--- src/hawk_macros.svh ---
// sizes shared by the page translation front end
// widths, table sizes, address bases and update buffer depth
`ifndef HAWK_MACROS_SVH
`define HAWK_MACROS_SVH

// page numbers, hppa and ppa alike
`define HAWK_PAGE_WIDTH   20

// one table word, ATT or free-list entry
`define HAWK_WORD_WIDTH   64

// ATT entries use ids 1..16
`define HAWK_ATT_ENTRIES  16

// free-list entries use ids 1..8, id 0 is the null link
`define HAWK_TOL_ENTRIES  8

// table index width, a region select bit rides above it
`define HAWK_IDX_WIDTH    5

// first host page covered by the ATT
`define HAWK_HPPA_BASE    20'h80000

// first physical page handed out by the free list
`define HAWK_PPA_BASE     20'h00100

// entries in the update buffer between read and write managers
`define HAWK_UPD_DEPTH    4

`endif

--- src/hawk_tbl_pkg.sv ---
// table side types: page status and the two views of a table word
`default_nettype none

`include "hawk_macros.svh"

package hawk_tbl_pkg;

  // page status as stored in an ATT entry
  typedef enum logic [1:0] {
    DALLOC = 2'd0,  // not backed, all entries start here
    UNCOMP = 2'd1,  // backed by an uncompressed page
    INCOMP = 2'd2,  // incompressible, still directly mapped
    COMP   = 2'd3   // compressed, not served here
  } page_sts_e;

  // ATT entry layout, status in the top bits
  typedef struct packed {
    page_sts_e                                      sts;
    logic [`HAWK_PAGE_WIDTH-1:0]                    ppa;
    logic [`HAWK_WORD_WIDTH-`HAWK_PAGE_WIDTH-3:0]   pad;
  } att_view_t;

  // free-list entry layout, link to the next free entry on top
  typedef struct packed {
    logic [`HAWK_IDX_WIDTH-1:0]                                   nxt;  // 0 ends the list
    logic [`HAWK_PAGE_WIDTH-1:0]                                  ppa;
    logic [`HAWK_WORD_WIDTH-`HAWK_PAGE_WIDTH-`HAWK_IDX_WIDTH-1:0] pad;
  } lst_view_t;

  // one stored word, its meaning depends on which region it came from
  typedef union packed {
    att_view_t att;
    lst_view_t lst;
  } tbl_word_u;

endpackage

`default_nettype wire

--- src/hawk_xlat_pkg.sv ---
// translation side types: update packet and read manager FSM states
`default_nettype none

`include "hawk_macros.svh"

package hawk_xlat_pkg;

  // table update handed from read manager to write manager
  typedef struct packed {
    logic [`HAWK_IDX_WIDTH-1:0]  att_id;    // ATT entry to mark UNCOMP
    logic [`HAWK_PAGE_WIDTH-1:0] ppa;       // page taken from the free list
    logic [`HAWK_IDX_WIDTH-1:0]  new_head;  // free-list head after the pop
  } upd_pkt_t;

  // lookup FSM states
  typedef enum logic [3:0] {
    IDLE       = 4'd0,
    WAIT_EMPTY = 4'd1,  // let pending updates land first
    LOOKUP_ATT = 4'd2,
    WAIT_ATT   = 4'd3,
    DECODE     = 4'd4,
    POP_FREE   = 4'd5,
    WAIT_LST   = 4'd6,
    ALLOCATE   = 4'd7,
    BUS_ERROR  = 4'd8   // sticky until reset
  } pgrd_state_e;

endpackage

`default_nettype wire

--- src/hawk_pgrd_mngr.sv ---
// page read manager: lookup FSM over the ATT and the free list
// answers translations and queues table updates for the write manager
`timescale 1ns/1ns
`default_nettype none

`include "hawk_macros.svh"

module hawk_pgrd_mngr (
  input  wire                            clk_i,
  input  wire                            rst_ni,
  input  wire                            lookup,     // pulse, only while ready
  input  wire  [`HAWK_PAGE_WIDTH-1:0]    hppa,
  input  wire                            rd_valid,
  input  wire                            rd_err,
  input  wire  hawk_tbl_pkg::tbl_word_u  rd_data,
  input  wire  [`HAWK_IDX_WIDTH-1:0]     tol_head,   // free-list head from write manager
  input  wire                            full,
  input  wire                            empty,
  output logic                           rd_req,
  output logic [`HAWK_IDX_WIDTH:0]       rd_idx,
  output logic                           push,
  output hawk_xlat_pkg::upd_pkt_t        upd_pkt,
  output logic                           ready,
  output logic                           trnsl_valid,
  output logic                           trnsl_allow,
  output hawk_tbl_pkg::page_sts_e        trnsl_sts,
  output logic [`HAWK_PAGE_WIDTH-1:0]    trnsl_ppa,
  output logic                           bus_error
);

  hawk_xlat_pkg::pgrd_state_e    p_state, n_state;
  logic [`HAWK_IDX_WIDTH-1:0]    p_att_id, n_att_id;
  hawk_tbl_pkg::tbl_word_u       p_rdata, n_rdata;  // last table word read
  logic [`HAWK_PAGE_WIDTH-1:0]   page_ofs;
  logic [`HAWK_IDX_WIDTH-1:0]    lkup_id;

  logic                          n_rd_req, n_push, n_valid, n_allow;
  logic [`HAWK_IDX_WIDTH:0]      n_rd_idx;
  hawk_xlat_pkg::upd_pkt_t       n_upd_pkt;
  hawk_tbl_pkg::page_sts_e       n_sts;
  logic [`HAWK_PAGE_WIDTH-1:0]   n_ppa;

  // entry ids start at 1, anything that does not fit becomes id 0
  // so the memory flags it as an error
  assign page_ofs = hppa - `HAWK_HPPA_BASE + `HAWK_PAGE_WIDTH'(1);
  assign lkup_id  = (|page_ofs[`HAWK_PAGE_WIDTH-1:`HAWK_IDX_WIDTH]) ? '0
                                                                      : page_ofs[`HAWK_IDX_WIDTH-1:0];

  always_comb begin
    n_state   = p_state;  // stay unless told otherwise
    n_att_id  = p_att_id;
    n_rdata   = p_rdata;
    n_rd_req  = 1'b0;     // strobes are one cycle
    n_rd_idx  = rd_idx;
    n_push    = 1'b0;
    n_upd_pkt = upd_pkt;
    n_valid   = 1'b0;
    n_allow   = trnsl_allow;  // response fields hold until the next answer
    n_sts     = trnsl_sts;
    n_ppa     = trnsl_ppa;
    case (p_state)
      hawk_xlat_pkg::IDLE: begin
        if (lookup) begin
          n_att_id = lkup_id;
          n_state  = hawk_xlat_pkg::WAIT_EMPTY;
        end
      end
      hawk_xlat_pkg::WAIT_EMPTY: begin
        // a queued update may touch this entry or the head
        if (empty) n_state = hawk_xlat_pkg::LOOKUP_ATT;
      end
      hawk_xlat_pkg::LOOKUP_ATT: begin
        n_rd_req = 1'b1;
        n_rd_idx = {1'b0, p_att_id};  // ATT region
        n_state  = hawk_xlat_pkg::WAIT_ATT;
      end
      hawk_xlat_pkg::WAIT_ATT: begin
        if (rd_valid) begin
          n_rdata = rd_data;
          n_state = rd_err ? hawk_xlat_pkg::BUS_ERROR : hawk_xlat_pkg::DECODE;
        end
      end
      hawk_xlat_pkg::DECODE: begin
        case (p_rdata.att.sts)
          hawk_tbl_pkg::UNCOMP, hawk_tbl_pkg::INCOMP: begin  // hit
            n_valid = 1'b1;
            n_allow = 1'b1;
            n_sts   = p_rdata.att.sts;
            n_ppa   = p_rdata.att.ppa;
            n_state = hawk_xlat_pkg::IDLE;
          end
          hawk_tbl_pkg::COMP: begin  // no decompression path, refuse
            n_valid = 1'b1;
            n_allow = 1'b0;
            n_sts   = hawk_tbl_pkg::COMP;
            n_state = hawk_xlat_pkg::IDLE;
          end
          default: n_state = hawk_xlat_pkg::POP_FREE;  // DALLOC
        endcase
      end
      hawk_xlat_pkg::POP_FREE: begin
        if (tol_head != '0) begin
          n_rd_req = 1'b1;
          n_rd_idx = {1'b1, tol_head};  // free-list region
          n_state  = hawk_xlat_pkg::WAIT_LST;
        end else begin
          n_valid = 1'b1;  // list exhausted
          n_allow = 1'b0;
          n_sts   = hawk_tbl_pkg::DALLOC;
          n_state = hawk_xlat_pkg::IDLE;
        end
      end
      hawk_xlat_pkg::WAIT_LST: begin
        if (rd_valid) begin
          n_rdata = rd_data;
          n_state = rd_err ? hawk_xlat_pkg::BUS_ERROR : hawk_xlat_pkg::ALLOCATE;
        end
      end
      hawk_xlat_pkg::ALLOCATE: begin
        if (!full) begin  // hold here while the buffer is full
          n_push             = 1'b1;
          n_upd_pkt.att_id   = p_att_id;
          n_upd_pkt.ppa      = p_rdata.lst.ppa;
          n_upd_pkt.new_head = p_rdata.lst.nxt;
          n_valid            = 1'b1;
          n_allow            = 1'b1;
          n_sts              = hawk_tbl_pkg::UNCOMP;
          n_ppa              = p_rdata.lst.ppa;
          n_state            = hawk_xlat_pkg::IDLE;
        end
      end
      default: n_state = hawk_xlat_pkg::BUS_ERROR;  // stuck until reset
    endcase
  end

  always_ff @(posedge clk_i or negedge rst_ni) begin
    if (!rst_ni) begin
      p_state     <= hawk_xlat_pkg::IDLE;
      rd_req      <= 1'b0;
      push        <= 1'b0;
      trnsl_valid <= 1'b0;
      trnsl_allow <= 1'b0;
      trnsl_sts   <= hawk_tbl_pkg::DALLOC;
      trnsl_ppa   <= '0;
    end else begin
      p_state     <= n_state;
      rd_req      <= n_rd_req;
      push        <= n_push;
      trnsl_valid <= n_valid;
      trnsl_allow <= n_allow;
      trnsl_sts   <= n_sts;
      trnsl_ppa   <= n_ppa;
    end
  end

  // payload only
  always_ff @(posedge clk_i) begin
    p_att_id <= n_att_id;
    p_rdata  <= n_rdata;
    rd_idx   <= n_rd_idx;
    upd_pkt  <= n_upd_pkt;
  end

  assign ready     = (p_state == hawk_xlat_pkg::IDLE);
  assign bus_error = (p_state == hawk_xlat_pkg::BUS_ERROR);

  // table memory answers exactly one cycle after a request
  a_rd_latency: assert property (@(posedge clk_i) disable iff (!rst_ni)
    rd_valid |-> $past(rd_req))
    else $error("read response without a request");

  a_lookup_ready: assert property (@(posedge clk_i) disable iff (!rst_ni)
    lookup |-> ready)
    else $error("lookup while busy");

endmodule

`default_nettype wire

--- src/hawk_pgwr_mngr.sv ---
// page write manager: drains table updates into the ATT
// and owns the free-list head register
`timescale 1ns/1ns
`default_nettype none

`include "hawk_macros.svh"

module hawk_pgwr_mngr (
  input  wire                          clk_i,
  input  wire                          rst_ni,
  input  wire                          empty,
  input  wire hawk_xlat_pkg::upd_pkt_t pop_pkt,
  output logic                         pop,
  output logic                         wr_en,
  output logic [`HAWK_IDX_WIDTH:0]     wr_idx,
  output hawk_tbl_pkg::tbl_word_u      wr_data,
  output logic [`HAWK_IDX_WIDTH-1:0]   tol_head
);

  hawk_xlat_pkg::upd_pkt_t pkt_q;  // packet being written

  // one packet per two cycles, pop then write
  assign pop = !empty && !wr_en;

  always_ff @(posedge clk_i or negedge rst_ni) begin
    if (!rst_ni) begin
      wr_en <= 1'b0;
    end else begin
      wr_en <= pop;
    end
  end

  always_ff @(posedge clk_i) begin
    if (pop) pkt_q <= pop_pkt;
  end

  // head moves in the same cycle the ATT entry lands,
  // reset value points at the first chained entry
  always_ff @(posedge clk_i or negedge rst_ni) begin
    if (!rst_ni) begin
      tol_head <= `HAWK_IDX_WIDTH'(1);
    end else if (wr_en) begin
      tol_head <= pkt_q.new_head;  // 0 once the list runs dry
    end
  end

  assign wr_idx = {1'b0, pkt_q.att_id};  // always the ATT region

  // new ATT word, page now backed and uncompressed
  always_comb begin
    wr_data         = '0;
    wr_data.att.sts = hawk_tbl_pkg::UNCOMP;
    wr_data.att.ppa = pkt_q.ppa;
  end

  // read manager never queues a lookup that missed the table
  a_att_id: assert property (@(posedge clk_i) disable iff (!rst_ni)
    wr_en |-> (pkt_q.att_id != '0))
    else $error("update packet with null ATT id");

endmodule

`default_nettype wire

--- src/hawk_tbl_mem.sv ---
// table memory: ATT and free-list regions, one read and one write port
// reset loads an all-deallocated ATT and a chained free list
`timescale 1ns/1ns
`default_nettype none

`include "hawk_macros.svh"

module hawk_tbl_mem (
  input  wire                           clk_i,
  input  wire                           rst_ni,
  input  wire                           rd_req,
  input  wire  [`HAWK_IDX_WIDTH:0]      rd_idx,   // msb selects the free-list region
  input  wire                           wr_en,
  input  wire  [`HAWK_IDX_WIDTH:0]      wr_idx,
  input  wire  hawk_tbl_pkg::tbl_word_u wr_data,
  output logic                          rd_valid,
  output logic                          rd_err,
  output hawk_tbl_pkg::tbl_word_u       rd_data
);

  hawk_tbl_pkg::tbl_word_u att_mem [1:`HAWK_ATT_ENTRIES];
  hawk_tbl_pkg::tbl_word_u tol_mem [1:`HAWK_TOL_ENTRIES];

  logic                    rd_ok, wr_ok;
  hawk_tbl_pkg::tbl_word_u rd_word;

  // id 0 is null in both regions, upper bound depends on the region
  assign rd_ok = (rd_idx[`HAWK_IDX_WIDTH-1:0] != '0) &&
                 (rd_idx[`HAWK_IDX_WIDTH] ? (rd_idx[`HAWK_IDX_WIDTH-1:0] <= `HAWK_TOL_ENTRIES)
                                          : (rd_idx[`HAWK_IDX_WIDTH-1:0] <= `HAWK_ATT_ENTRIES));
  assign wr_ok = (wr_idx[`HAWK_IDX_WIDTH-1:0] != '0) &&
                 (wr_idx[`HAWK_IDX_WIDTH] ? (wr_idx[`HAWK_IDX_WIDTH-1:0] <= `HAWK_TOL_ENTRIES)
                                          : (wr_idx[`HAWK_IDX_WIDTH-1:0] <= `HAWK_ATT_ENTRIES));

  always_comb begin
    rd_word = '0;
    if (rd_ok) begin
      rd_word = rd_idx[`HAWK_IDX_WIDTH] ? tol_mem[rd_idx[`HAWK_IDX_WIDTH-1:0]]
                                        : att_mem[rd_idx[`HAWK_IDX_WIDTH-1:0]];
    end
  end

  // table contents, loaded at reset
  always_ff @(posedge clk_i or negedge rst_ni) begin
    if (!rst_ni) begin
      for (int k = 1; k <= `HAWK_ATT_ENTRIES; k++) begin
        att_mem[k] <= '0;  // all-zero word reads as DALLOC
      end
      for (int k = 1; k <= `HAWK_TOL_ENTRIES; k++) begin
        tol_mem[k]         <= '0;
        tol_mem[k].lst.ppa <= `HAWK_PPA_BASE + `HAWK_PAGE_WIDTH'(k - 1);
        tol_mem[k].lst.nxt <= (k == `HAWK_TOL_ENTRIES) ? '0 : `HAWK_IDX_WIDTH'(k + 1);
      end
    end else if (wr_en && wr_ok) begin
      if (wr_idx[`HAWK_IDX_WIDTH]) tol_mem[wr_idx[`HAWK_IDX_WIDTH-1:0]] <= wr_data;
      else                         att_mem[wr_idx[`HAWK_IDX_WIDTH-1:0]] <= wr_data;
    end
  end

  // fixed one cycle read response
  always_ff @(posedge clk_i or negedge rst_ni) begin
    if (!rst_ni) begin
      rd_valid <= 1'b0;
      rd_err   <= 1'b0;
    end else begin
      rd_valid <= rd_req;
      rd_err   <= rd_req && !rd_ok;  // null or beyond the region
    end
  end

  always_ff @(posedge clk_i) begin
    if (rd_req) rd_data <= rd_word;
  end

  // the write manager only ever targets real entries
  a_wr_range: assert property (@(posedge clk_i) disable iff (!rst_ni) wr_en |-> wr_ok)
    else $error("table write to out-of-range index %0h", wr_idx);

endmodule

`default_nettype wire

--- src/hawk_top.sv ---
// translation front end top: read manager, update FIFO,
// write manager and the shared table memory
`timescale 1ns/1ns
`default_nettype none

`include "hawk_macros.svh"

module hawk_top (
  input  wire                          clk_i,
  input  wire                          rst_ni,
  input  wire                          lookup,
  input  wire [`HAWK_PAGE_WIDTH-1:0]   hppa,
  output logic                         ready,
  output logic                         trnsl_valid,
  output logic                         trnsl_allow,
  output hawk_tbl_pkg::page_sts_e      trnsl_sts,
  output logic [`HAWK_PAGE_WIDTH-1:0]  trnsl_ppa,
  output logic                         bus_error
);

  // table read path
  logic                        rd_req, rd_valid, rd_err;
  logic [`HAWK_IDX_WIDTH:0]    rd_idx;
  hawk_tbl_pkg::tbl_word_u     rd_data;
  // table write path
  logic                        wr_en;
  logic [`HAWK_IDX_WIDTH:0]    wr_idx;
  hawk_tbl_pkg::tbl_word_u     wr_data;
  // update buffer
  logic                        push, pop, full, empty;
  hawk_xlat_pkg::upd_pkt_t     upd_pkt, pop_pkt;
  logic [`HAWK_IDX_WIDTH-1:0]  tol_head;

  hawk_pgrd_mngr i_pgrd_mngr (
    .clk_i, .rst_ni, .lookup, .hppa, .rd_valid, .rd_err, .rd_data, .tol_head,
    .full, .empty, .rd_req, .rd_idx, .push, .upd_pkt, .ready, .trnsl_valid,
    .trnsl_allow, .trnsl_sts, .trnsl_ppa, .bus_error
  );

  hawk_upd_fifo #(.DEPTH(`HAWK_UPD_DEPTH)) i_upd_fifo (
    .clk_i, .rst_ni, .push, .push_pkt(upd_pkt), .pop, .pop_pkt, .full, .empty
  );

  hawk_pgwr_mngr i_pgwr_mngr (
    .clk_i, .rst_ni, .empty, .pop_pkt, .pop, .wr_en, .wr_idx, .wr_data, .tol_head
  );

  hawk_tbl_mem i_tbl_mem (
    .clk_i, .rst_ni, .rd_req, .rd_idx, .wr_en, .wr_idx, .wr_data,
    .rd_valid, .rd_err, .rd_data
  );

endmodule

`default_nettype wire

--- src/hawk_upd_fifo.sv ---
// synchronous FIFO for table update packets, show-ahead read
`timescale 1ns/1ns
`default_nettype none

`include "hawk_macros.svh"

module hawk_upd_fifo #(
  parameter int DEPTH = `HAWK_UPD_DEPTH
) (
  input  wire                          clk_i,
  input  wire                          rst_ni,
  input  wire                          push,
  input  wire hawk_xlat_pkg::upd_pkt_t push_pkt,
  input  wire                          pop,
  output hawk_xlat_pkg::upd_pkt_t      pop_pkt,   // head entry, valid while !empty
  output logic                         full,
  output logic                         empty
);

  localparam int PW = (DEPTH > 1) ? $clog2(DEPTH) : 1;
  localparam int CW = $clog2(DEPTH + 1);

  hawk_xlat_pkg::upd_pkt_t mem [DEPTH];
  logic [PW-1:0]           wr_ptr, rd_ptr;
  logic [CW-1:0]           count;

  always_ff @(posedge clk_i or negedge rst_ni) begin
    if (!rst_ni) begin
      wr_ptr <= '0;
      rd_ptr <= '0;
      count  <= '0;
    end else begin
      if (push) wr_ptr <= (wr_ptr == PW'(DEPTH - 1)) ? '0 : wr_ptr + 1'b1;  // wraps for any depth
      if (pop)  rd_ptr <= (rd_ptr == PW'(DEPTH - 1)) ? '0 : rd_ptr + 1'b1;
      case ({push, pop})
        2'b10:   count <= count + 1'b1;
        2'b01:   count <= count - 1'b1;
        default: count <= count;  // both or neither
      endcase
    end
  end

  always_ff @(posedge clk_i) begin
    if (push) mem[wr_ptr] <= push_pkt;
  end

  assign pop_pkt = mem[rd_ptr];
  assign full    = (count == CW'(DEPTH));
  assign empty   = (count == '0);

  // producer honors full, consumer honors empty
  a_no_overflow: assert property (@(posedge clk_i) disable iff (!rst_ni) !(push && full))
    else $error("push into full update FIFO");
  a_no_underflow: assert property (@(posedge clk_i) disable iff (!rst_ni) !(pop && empty))
    else $error("pop from empty update FIFO");

endmodule

`default_nettype wire

--- config.mk ---
export PLATFORM = sky130hd
export DESIGN_NAME = hawk_top
export DESIGN_NICKNAME = d
export VERILOG_FILES = /design/src/hawk_tbl_pkg.sv /design/src/hawk_xlat_pkg.sv /design/src/hawk_pgrd_mngr.sv /design/src/hawk_pgwr_mngr.sv /design/src/hawk_tbl_mem.sv /design/src/hawk_top.sv /design/src/hawk_upd_fifo.sv
export VERILOG_INCLUDE_DIRS = /design/src
export SDC_FILE = /design/constraint.sdc
export NUM_CORES = 1
export LEC_CHECK = 0
export BUFFER_PORTS_ARGS = -buffer_cell sky130_fd_sc_hd__buf_2
export CAP_MARGIN = 0
export CORE_MARGIN = 2
export CORE_UTILIZATION = 57
export DETAILED_ROUTE_END_ITERATION = 6
export PLACE_DENSITY = 0.82
export RECOVER_POWER = 100
export SLEW_MARGIN = 5
export SYNTH_ARGS = -nofsm -noshare
export SYNTH_HDL_FRONTEND = slang
export SYNTH_HIERARCHICAL = 1
export SYNTH_SLANG_ARGS = --single-unit
--- constraint.sdc ---
create_clock -name clk_i -period 4.3 [get_ports clk_i]
set_input_delay 1.29 -clock clk_i [delete_from_list [all_inputs] [get_ports clk_i]]
set_output_delay 1.29 -clock clk_i [all_outputs]
set_load 0.05 [all_outputs]
-- Word-level counts from Yosys, hierarchy flattened
Memories as Yosys holds them, arrays and structs flattened. A register that Yosys moved wholly into a read port is not among the register bits.
Index checks and enable logic that the tools add are counted.
- add/subtract/negate cells: 6
- magnitude comparators: 7
- equality and inequality tests: 25
- muxes and demuxes: 45
- bitwise operators: 3
- reductions and logical operators: 29
- operator list (cell ; count):
    $bwmux 1024 ; 1
    $mux 64 ; 6
    $bmux 64 s5 ; 1
    $demux 64 s5 ; 1
    $mux 20 ; 2
    $pmux 20 s2 ; 1
    $pmux 4 s8 ; 1
    $mux 4 ; 7
    $add 20x1->20 const B ; 1
    $sub 20x20->20 const B ; 1
    $eq 4x3->1 const B ; 4
    $reduce_bool 5->1 ; 3
    $reduce_or 15->1 ; 1
    $ge 6x6->1 const B ; 2
    $not 5->6 ; 2
    $pmux 6 s2 ; 1
    $eq 2x2->1 const B ; 5
    $le 5x5->1 const B ; 2
    $mux 1 ; 10
    $ne 2x1->1 const B ; 5
    $eq 4x2->1 const B ; 2
    $mux 2 ; 4
    $reduce_and 2->1 ; 4
    $ge 6x5->1 const B ; 1
    30 further kinds ; 47
- bits in registers: 1238
- memory bits (writable): 120
- ROM bits: 1024
- input bits: 23
- output and inout bits: 26
- word-level logic and storage cells: 154
- memories kept: 2
- memories (name ; words ; width ; rd ports ; clocked after Yosys merged registers in ; write ports ; RTL line ; source):
    (name not given) ; 16 ; 64 ; 1 ; 0 ; 0 ; hawk_tbl_mem.sv:38 ; rd_word = rd_idx[`HAWK_IDX_WIDTH] ? tol_mem[rd_idx[`HAWK_IDX_WIDTH-1:0]]
    i_upd_fifo.mem ; 4 ; 30 ; 1 ; 1 ; 1 ; hawk_upd_fifo.sv:23 ; hawk_xlat_pkg::upd_pkt_t mem [DEPTH];

-- Logic depth before layout (Yosys ltp)
- depth after elaboration: 6
- depth in mapped cells: 8
- depth with buffers taken out: 8

-- Hierarchy
Netlist, hierarchy kept.
- by module, submodules not included (module ; instances ; cells an instance ; area each (µm²) ; sequential area each (µm²)):
    hawk_tbl_mem ; 1 ; 4793 ; 71781.3 ; 40448.8
    hawk_upd_fifo ; 1 ; 195 ; 4788.3 ; 3778.6
    hawk_pgrd_mngr ; 1 ; 298 ; 3993.8 ; 2732.6
    hawk_pgwr_mngr ; 1 ; 115 ; 1675.4 ; 1052.3

-- Worst setup path before layout
No wires, ideal clock.
- path type: register to output
- start point: register i_pgrd_mngr.p_state[0]
- end point: output ready
- arrival: 2.322 ns
- required time: 3.010 ns
- path slack: 0.688 ns
- cell stages (with the launch flop): 4
- path buffers: 2
- path through: dfrtp_1 -> clkbuf_1 -> buf_1 -> nor4_1
- word-level cells in the longest chain between the ends: 1
- ends and longest elaborated chain (element ; RTL line ; source):
    start, declared ; hawk_pgrd_mngr.sv:31 ; hawk_xlat_pkg::pgrd_state_e p_state, n_state;
    start signal, assigned ; hawk_pgrd_mngr.sv:138 ; p_state <= hawk_xlat_pkg::IDLE;
    start signal, assigned ; hawk_pgrd_mngr.sv:146 ; p_state <= n_state;
    $logic_not 4->1 ; hawk_pgrd_mngr.sv:164 ; assign ready = (p_state == hawk_xlat_pkg::IDLE);
    end, declared ; hawk_top.sv:13 ; output logic ready,
Every way passes these cells.

-- Worst setup path in the final report
- start point: register, netlist name i_pgwr_mngr/wr_idx[4]
- end point: register i_tbl_mem/att_mem[317] in the netlist's numbering
- word-level cells in the longest chain between the ends: 6
- elaborated cells between the ends (all ways): 11
- classes of those cells: 3 x order compare; 3 x mux; 1 x bitwise; 4 x reduce/logical
- ends and longest elaborated chain (element ; RTL line ; source):
    $not 5->6 ; -- ;
    $ge 6x6->1 / $lt 6x1->1 (equally long branches) ; -- ;
    $logic_and 1x1->1 ; hawk_tbl_mem.sv:56 ; else att_mem[wr_idx[`HAWK_IDX_WIDTH-1:0]] <= wr_data;
    $mux 64 ; hawk_tbl_mem.sv:56 ;
    $demux 64 s5 ; hawk_tbl_mem.sv:56 ;
    $bwmux 1024 ; hawk_tbl_mem.sv:56 ;
    end signal, assigned by index ; hawk_tbl_mem.sv:56 ;
    end, declared ; hawk_tbl_mem.sv:21 ; hawk_tbl_pkg::tbl_word_u att_mem [1:`HAWK_ATT_ENTRIES];
Several ways; a longest one is shown, not always the timed one.
A chain may end at the register's enable or synchronous reset.

==> metrics.log <==
INFO  metric remaining_design_rule_violation_count = 0
INFO  metric totalWireLength = 93860 um
INFO  metric setup_viol = 0
INFO  metric cts_tree = yes
INFO  metric cts_hold_repair.buffers = 0
INFO  metric report.final.hold_viol_count = 0
INFO  metric failed_checks = max-capacitance violations, max-slew violations
INFO  metric first_pass_iters = 6
INFO  metric num-fill-cells = 4603
INFO  metric min_period_over_period = 88.08%
INFO  metric post_layout_nonfiller_instances = 3382
INFO  metric post_cts.repair.setup_buffers = 0
INFO  metric r2r.worst_path.cells = 5
INFO  metric clk_transition_reported_paths = 0.06 ns
INFO  metric setup.reg_to_reg.worst_slack = 0.51 ns
INFO  metric viasPerCell = 6.587
INFO  metric clock_insertion_delay_worst_skew = 0.64 ns
INFO  metric pin_count_of_the_biggest_net_entering_global_routing = 139
INFO  metric ys.warnings.count = 6
INFO  metric htree_num_levels = 3
INFO  metric routability_congestion = 0.8943
INFO  metric min_path_type = register to register
INFO  metric dp_hpwl = 51760 um
INFO  metric post_synth.cell_area_avg = 15.15 um2
INFO  metric route.detailed.wl_per_inst = 27.75 um
INFO  metric critical_path.cell_chain = nor2_1 > nand4_1 > nor3_4 > clkbuf_1 > mux2_2
INFO  metric critical_path.max_fanout = 25
INFO  metric grt_remaining_overflow = 0
INFO  metric clockRootBuffer = sky130_fd_sc_hd__clkbuf_16
INFO  metric clock_path_buffers = 3
INFO  metric vdd_ir_drop_max = 0.0004148 V
INFO  metric finalSetupTns = 0 ns
INFO  metric number_of_primary_i_o_pins = 49
INFO  metric maxCapViolCount = 25
INFO  metric netlist_instances = 2561
INFO  metric antenna_found_initial = 1
INFO  metric grt_setup_unrepaired = no
INFO  metric cts_sinks = 886
INFO  metric timing.hold.worst_path_depth = 0
INFO  metric core_region_area = 0.06728 mm2
INFO  metric worst_slew_margin_rel = -80.01%
INFO  metric run_status = finished, violations left
INFO  metric max_freq = 264.0 MHz
INFO  metric cp_slowest_stage_delay = 1.88 ns
INFO  metric worst_path_max_delay_cell = sky130_fd_sc_hd__clkbuf_1
INFO  metric floorplan.die_area = 0.07019 mm2
INFO  metric minimum_clock_period_after_layout = 3.787 ns
INFO  metric power.static_leakage = 18.03 nW
INFO  metric max_slew.worst_pin.slew = 2.700 ns
INFO  metric power-per-cell-area = 657.5 mW/mm2
INFO  metric antenna-diode-count = 0
INFO  metric ant_nets = 0
INFO  metric placementRows = 95
INFO  metric dieWidth = 264.9 um
INFO  metric num-nets-final = 2471
INFO  metric worst_ep_required_time = 4.80 ns
INFO  metric critical_path_class = register to register
INFO  metric die_height = 264.9 um
INFO  metric syn_area = 0.03881 mm2
INFO  metric drt_iter0_markers = 2758
INFO  metric routed-via-count = 22280
INFO  metric area.growth.synth_to_final = 7.734%
INFO  metric worst-endpoint-arrival = 4.29 ns
INFO  metric cts-buffers-inserted = 85
INFO  metric total_of_buffers_placed_on_input_and_output_ports = 48
INFO  metric endpoint_class_of_the_critical_path = register
INFO  metric grt_use_total = 27.04%
INFO  metric via_count_of_the_first_global_routing_pass = 23260
INFO  metric grt_pass1_wl = 143000 um
INFO  metric post_cts.resized_instances = 0
INFO  metric start_util = 57.69%
INFO  metric post-place-cells = 3224
INFO  metric worst_clock_skew = 0.02189 ns
INFO  metric slew_viol_final = 898
INFO  metric post_route_cells_drive_above_1_share = 40.14%
INFO  metric critPathLaunchType = register
## cell type report
class / count / area (um2) / share of cell area [%]
inverters: 17 / 63.81 / 0.1526
clock inverters: 20 / 157.7 / 0.3770
flip-flops and latches: 886 / 23420 / 56.01
well taps: 873 / 1092 / 2.612
repair buffers: 102 / 601.8 / 1.439
multi-input cells: 1346 / 13910 / 33.27
clock buffers: 138 / 2569 / 6.143
## cell usage in the layout, fill, tap and decap left out, drive strengths merged, types with 17 or more instances in the layout
cell / instances
nand2: 124
mux2i: 34
clkbuf: 198
edfxtp: 241
mux2: 665
inv: 21
nand3: 25
dfstp: 33
o21ai: 80
nor2: 49
dfrtp: 612
buf: 42
mux4: 129
a21oi: 17
a221oi: 49
## per-layer routing
metal  track usage (%)  vias to the layer above  routed length [um]
met3             4.673                      245                8172
met2             43.74                     1055               45140
met4             10.52                        0                3451
met1             36.98                    11820               37090
li1                  -                     9161                   -
met5                 0                        -                   0
## registers in the layout, summed over array words and instances (netlist names), 4 cells and up
signal and count:
i_pgwr_mngr/wr_data 20, i_pgrd_mngr/p_att_id 5, i_pgrd_mngr/trnsl_ppa 20, i_pgwr_mngr/tol_head 5, i_pgwr_mngr/wr_idx 5, i_upd_fifo/mem 120
i_pgrd_mngr/rd_idx 6, i_tbl_mem/rd_data 25, i_tbl_mem/att_mem 400, i_pgrd_mngr/upd_pkt 30, i_tbl_mem/tol_mem 200, i_pgwr_mngr/pkt_q 5
i_pgrd_mngr/p_rdata 25, i_pgrd_mngr/p_state 4
## metrics by stage
| stage | hold WS (ns) | worst slack (ns) | power [mW] | utilization (%) | area, um2 |
|---|---|---|---|---|---|
| global placement | 0.4057 | 1.025 | 19.65 | 58.41 | 39300 |
| finish | 0.4334 | 0.5127 | 27.49 | 62.15 | 41810 |
| global route | 0.4426 | 0.4832 | 28.59 | 62.15 | 41810 |
| CTS | 0.4409 | 1.026 | 27.51 | 62.46 | 42020 |
| floorplan | 0.4003 | 0.6883 | 18.10 | - | 38830 |
| detailed placement | 0.4147 | 0.8614 | 20.12 | 58.41 | 39300 |
## final timing paths
kind	start	end
hold reg to reg	i_tbl_mem/rd_data[54]$_SDFFCE_PN0P_	i_pgrd_mngr/p_rdata[54]$_DFFE_PP_
min in group asynchronous	rst_ni	i_tbl_mem/tol_mem[240]$_DFFE_PN0P_
setup / recovery	i_pgwr_mngr/wr_idx[4]$_DFFE_PP_	i_tbl_mem/att_mem[317]$_DFFE_PN0P_
max in group asynchronous	rst_ni	i_tbl_mem/att_mem[424]$_DFFE_PN0P_
setup reg to reg	i_pgwr_mngr/wr_idx[4]$_DFFE_PP_	i_tbl_mem/att_mem[317]$_DFFE_PN0P_
hold / removal	i_tbl_mem/rd_data[54]$_SDFFCE_PN0P_	i_pgrd_mngr/p_rdata[54]$_DFFE_PP_
## worst max-delay path, delay by kind of cell (launching register included)
kind	cells	cell delay, ns
buffers and inverters	1	1.88
AND/OR/NAND/NOR	3	0.75
flip-flops	1	0.50
multiplexers	1	0.47
## power breakdown
group	total, mW	leakage (nW)	switching, mW	internal [mW]
sequential	13.4	10.7	2.24	11.2
combinational	6.76	5.96	3.40	3.36
clock	7.33	1.34	3.17	4.16
total	27.5	18.0	8.82	18.7
Note: power is estimated with default switching activity, not from simulation.
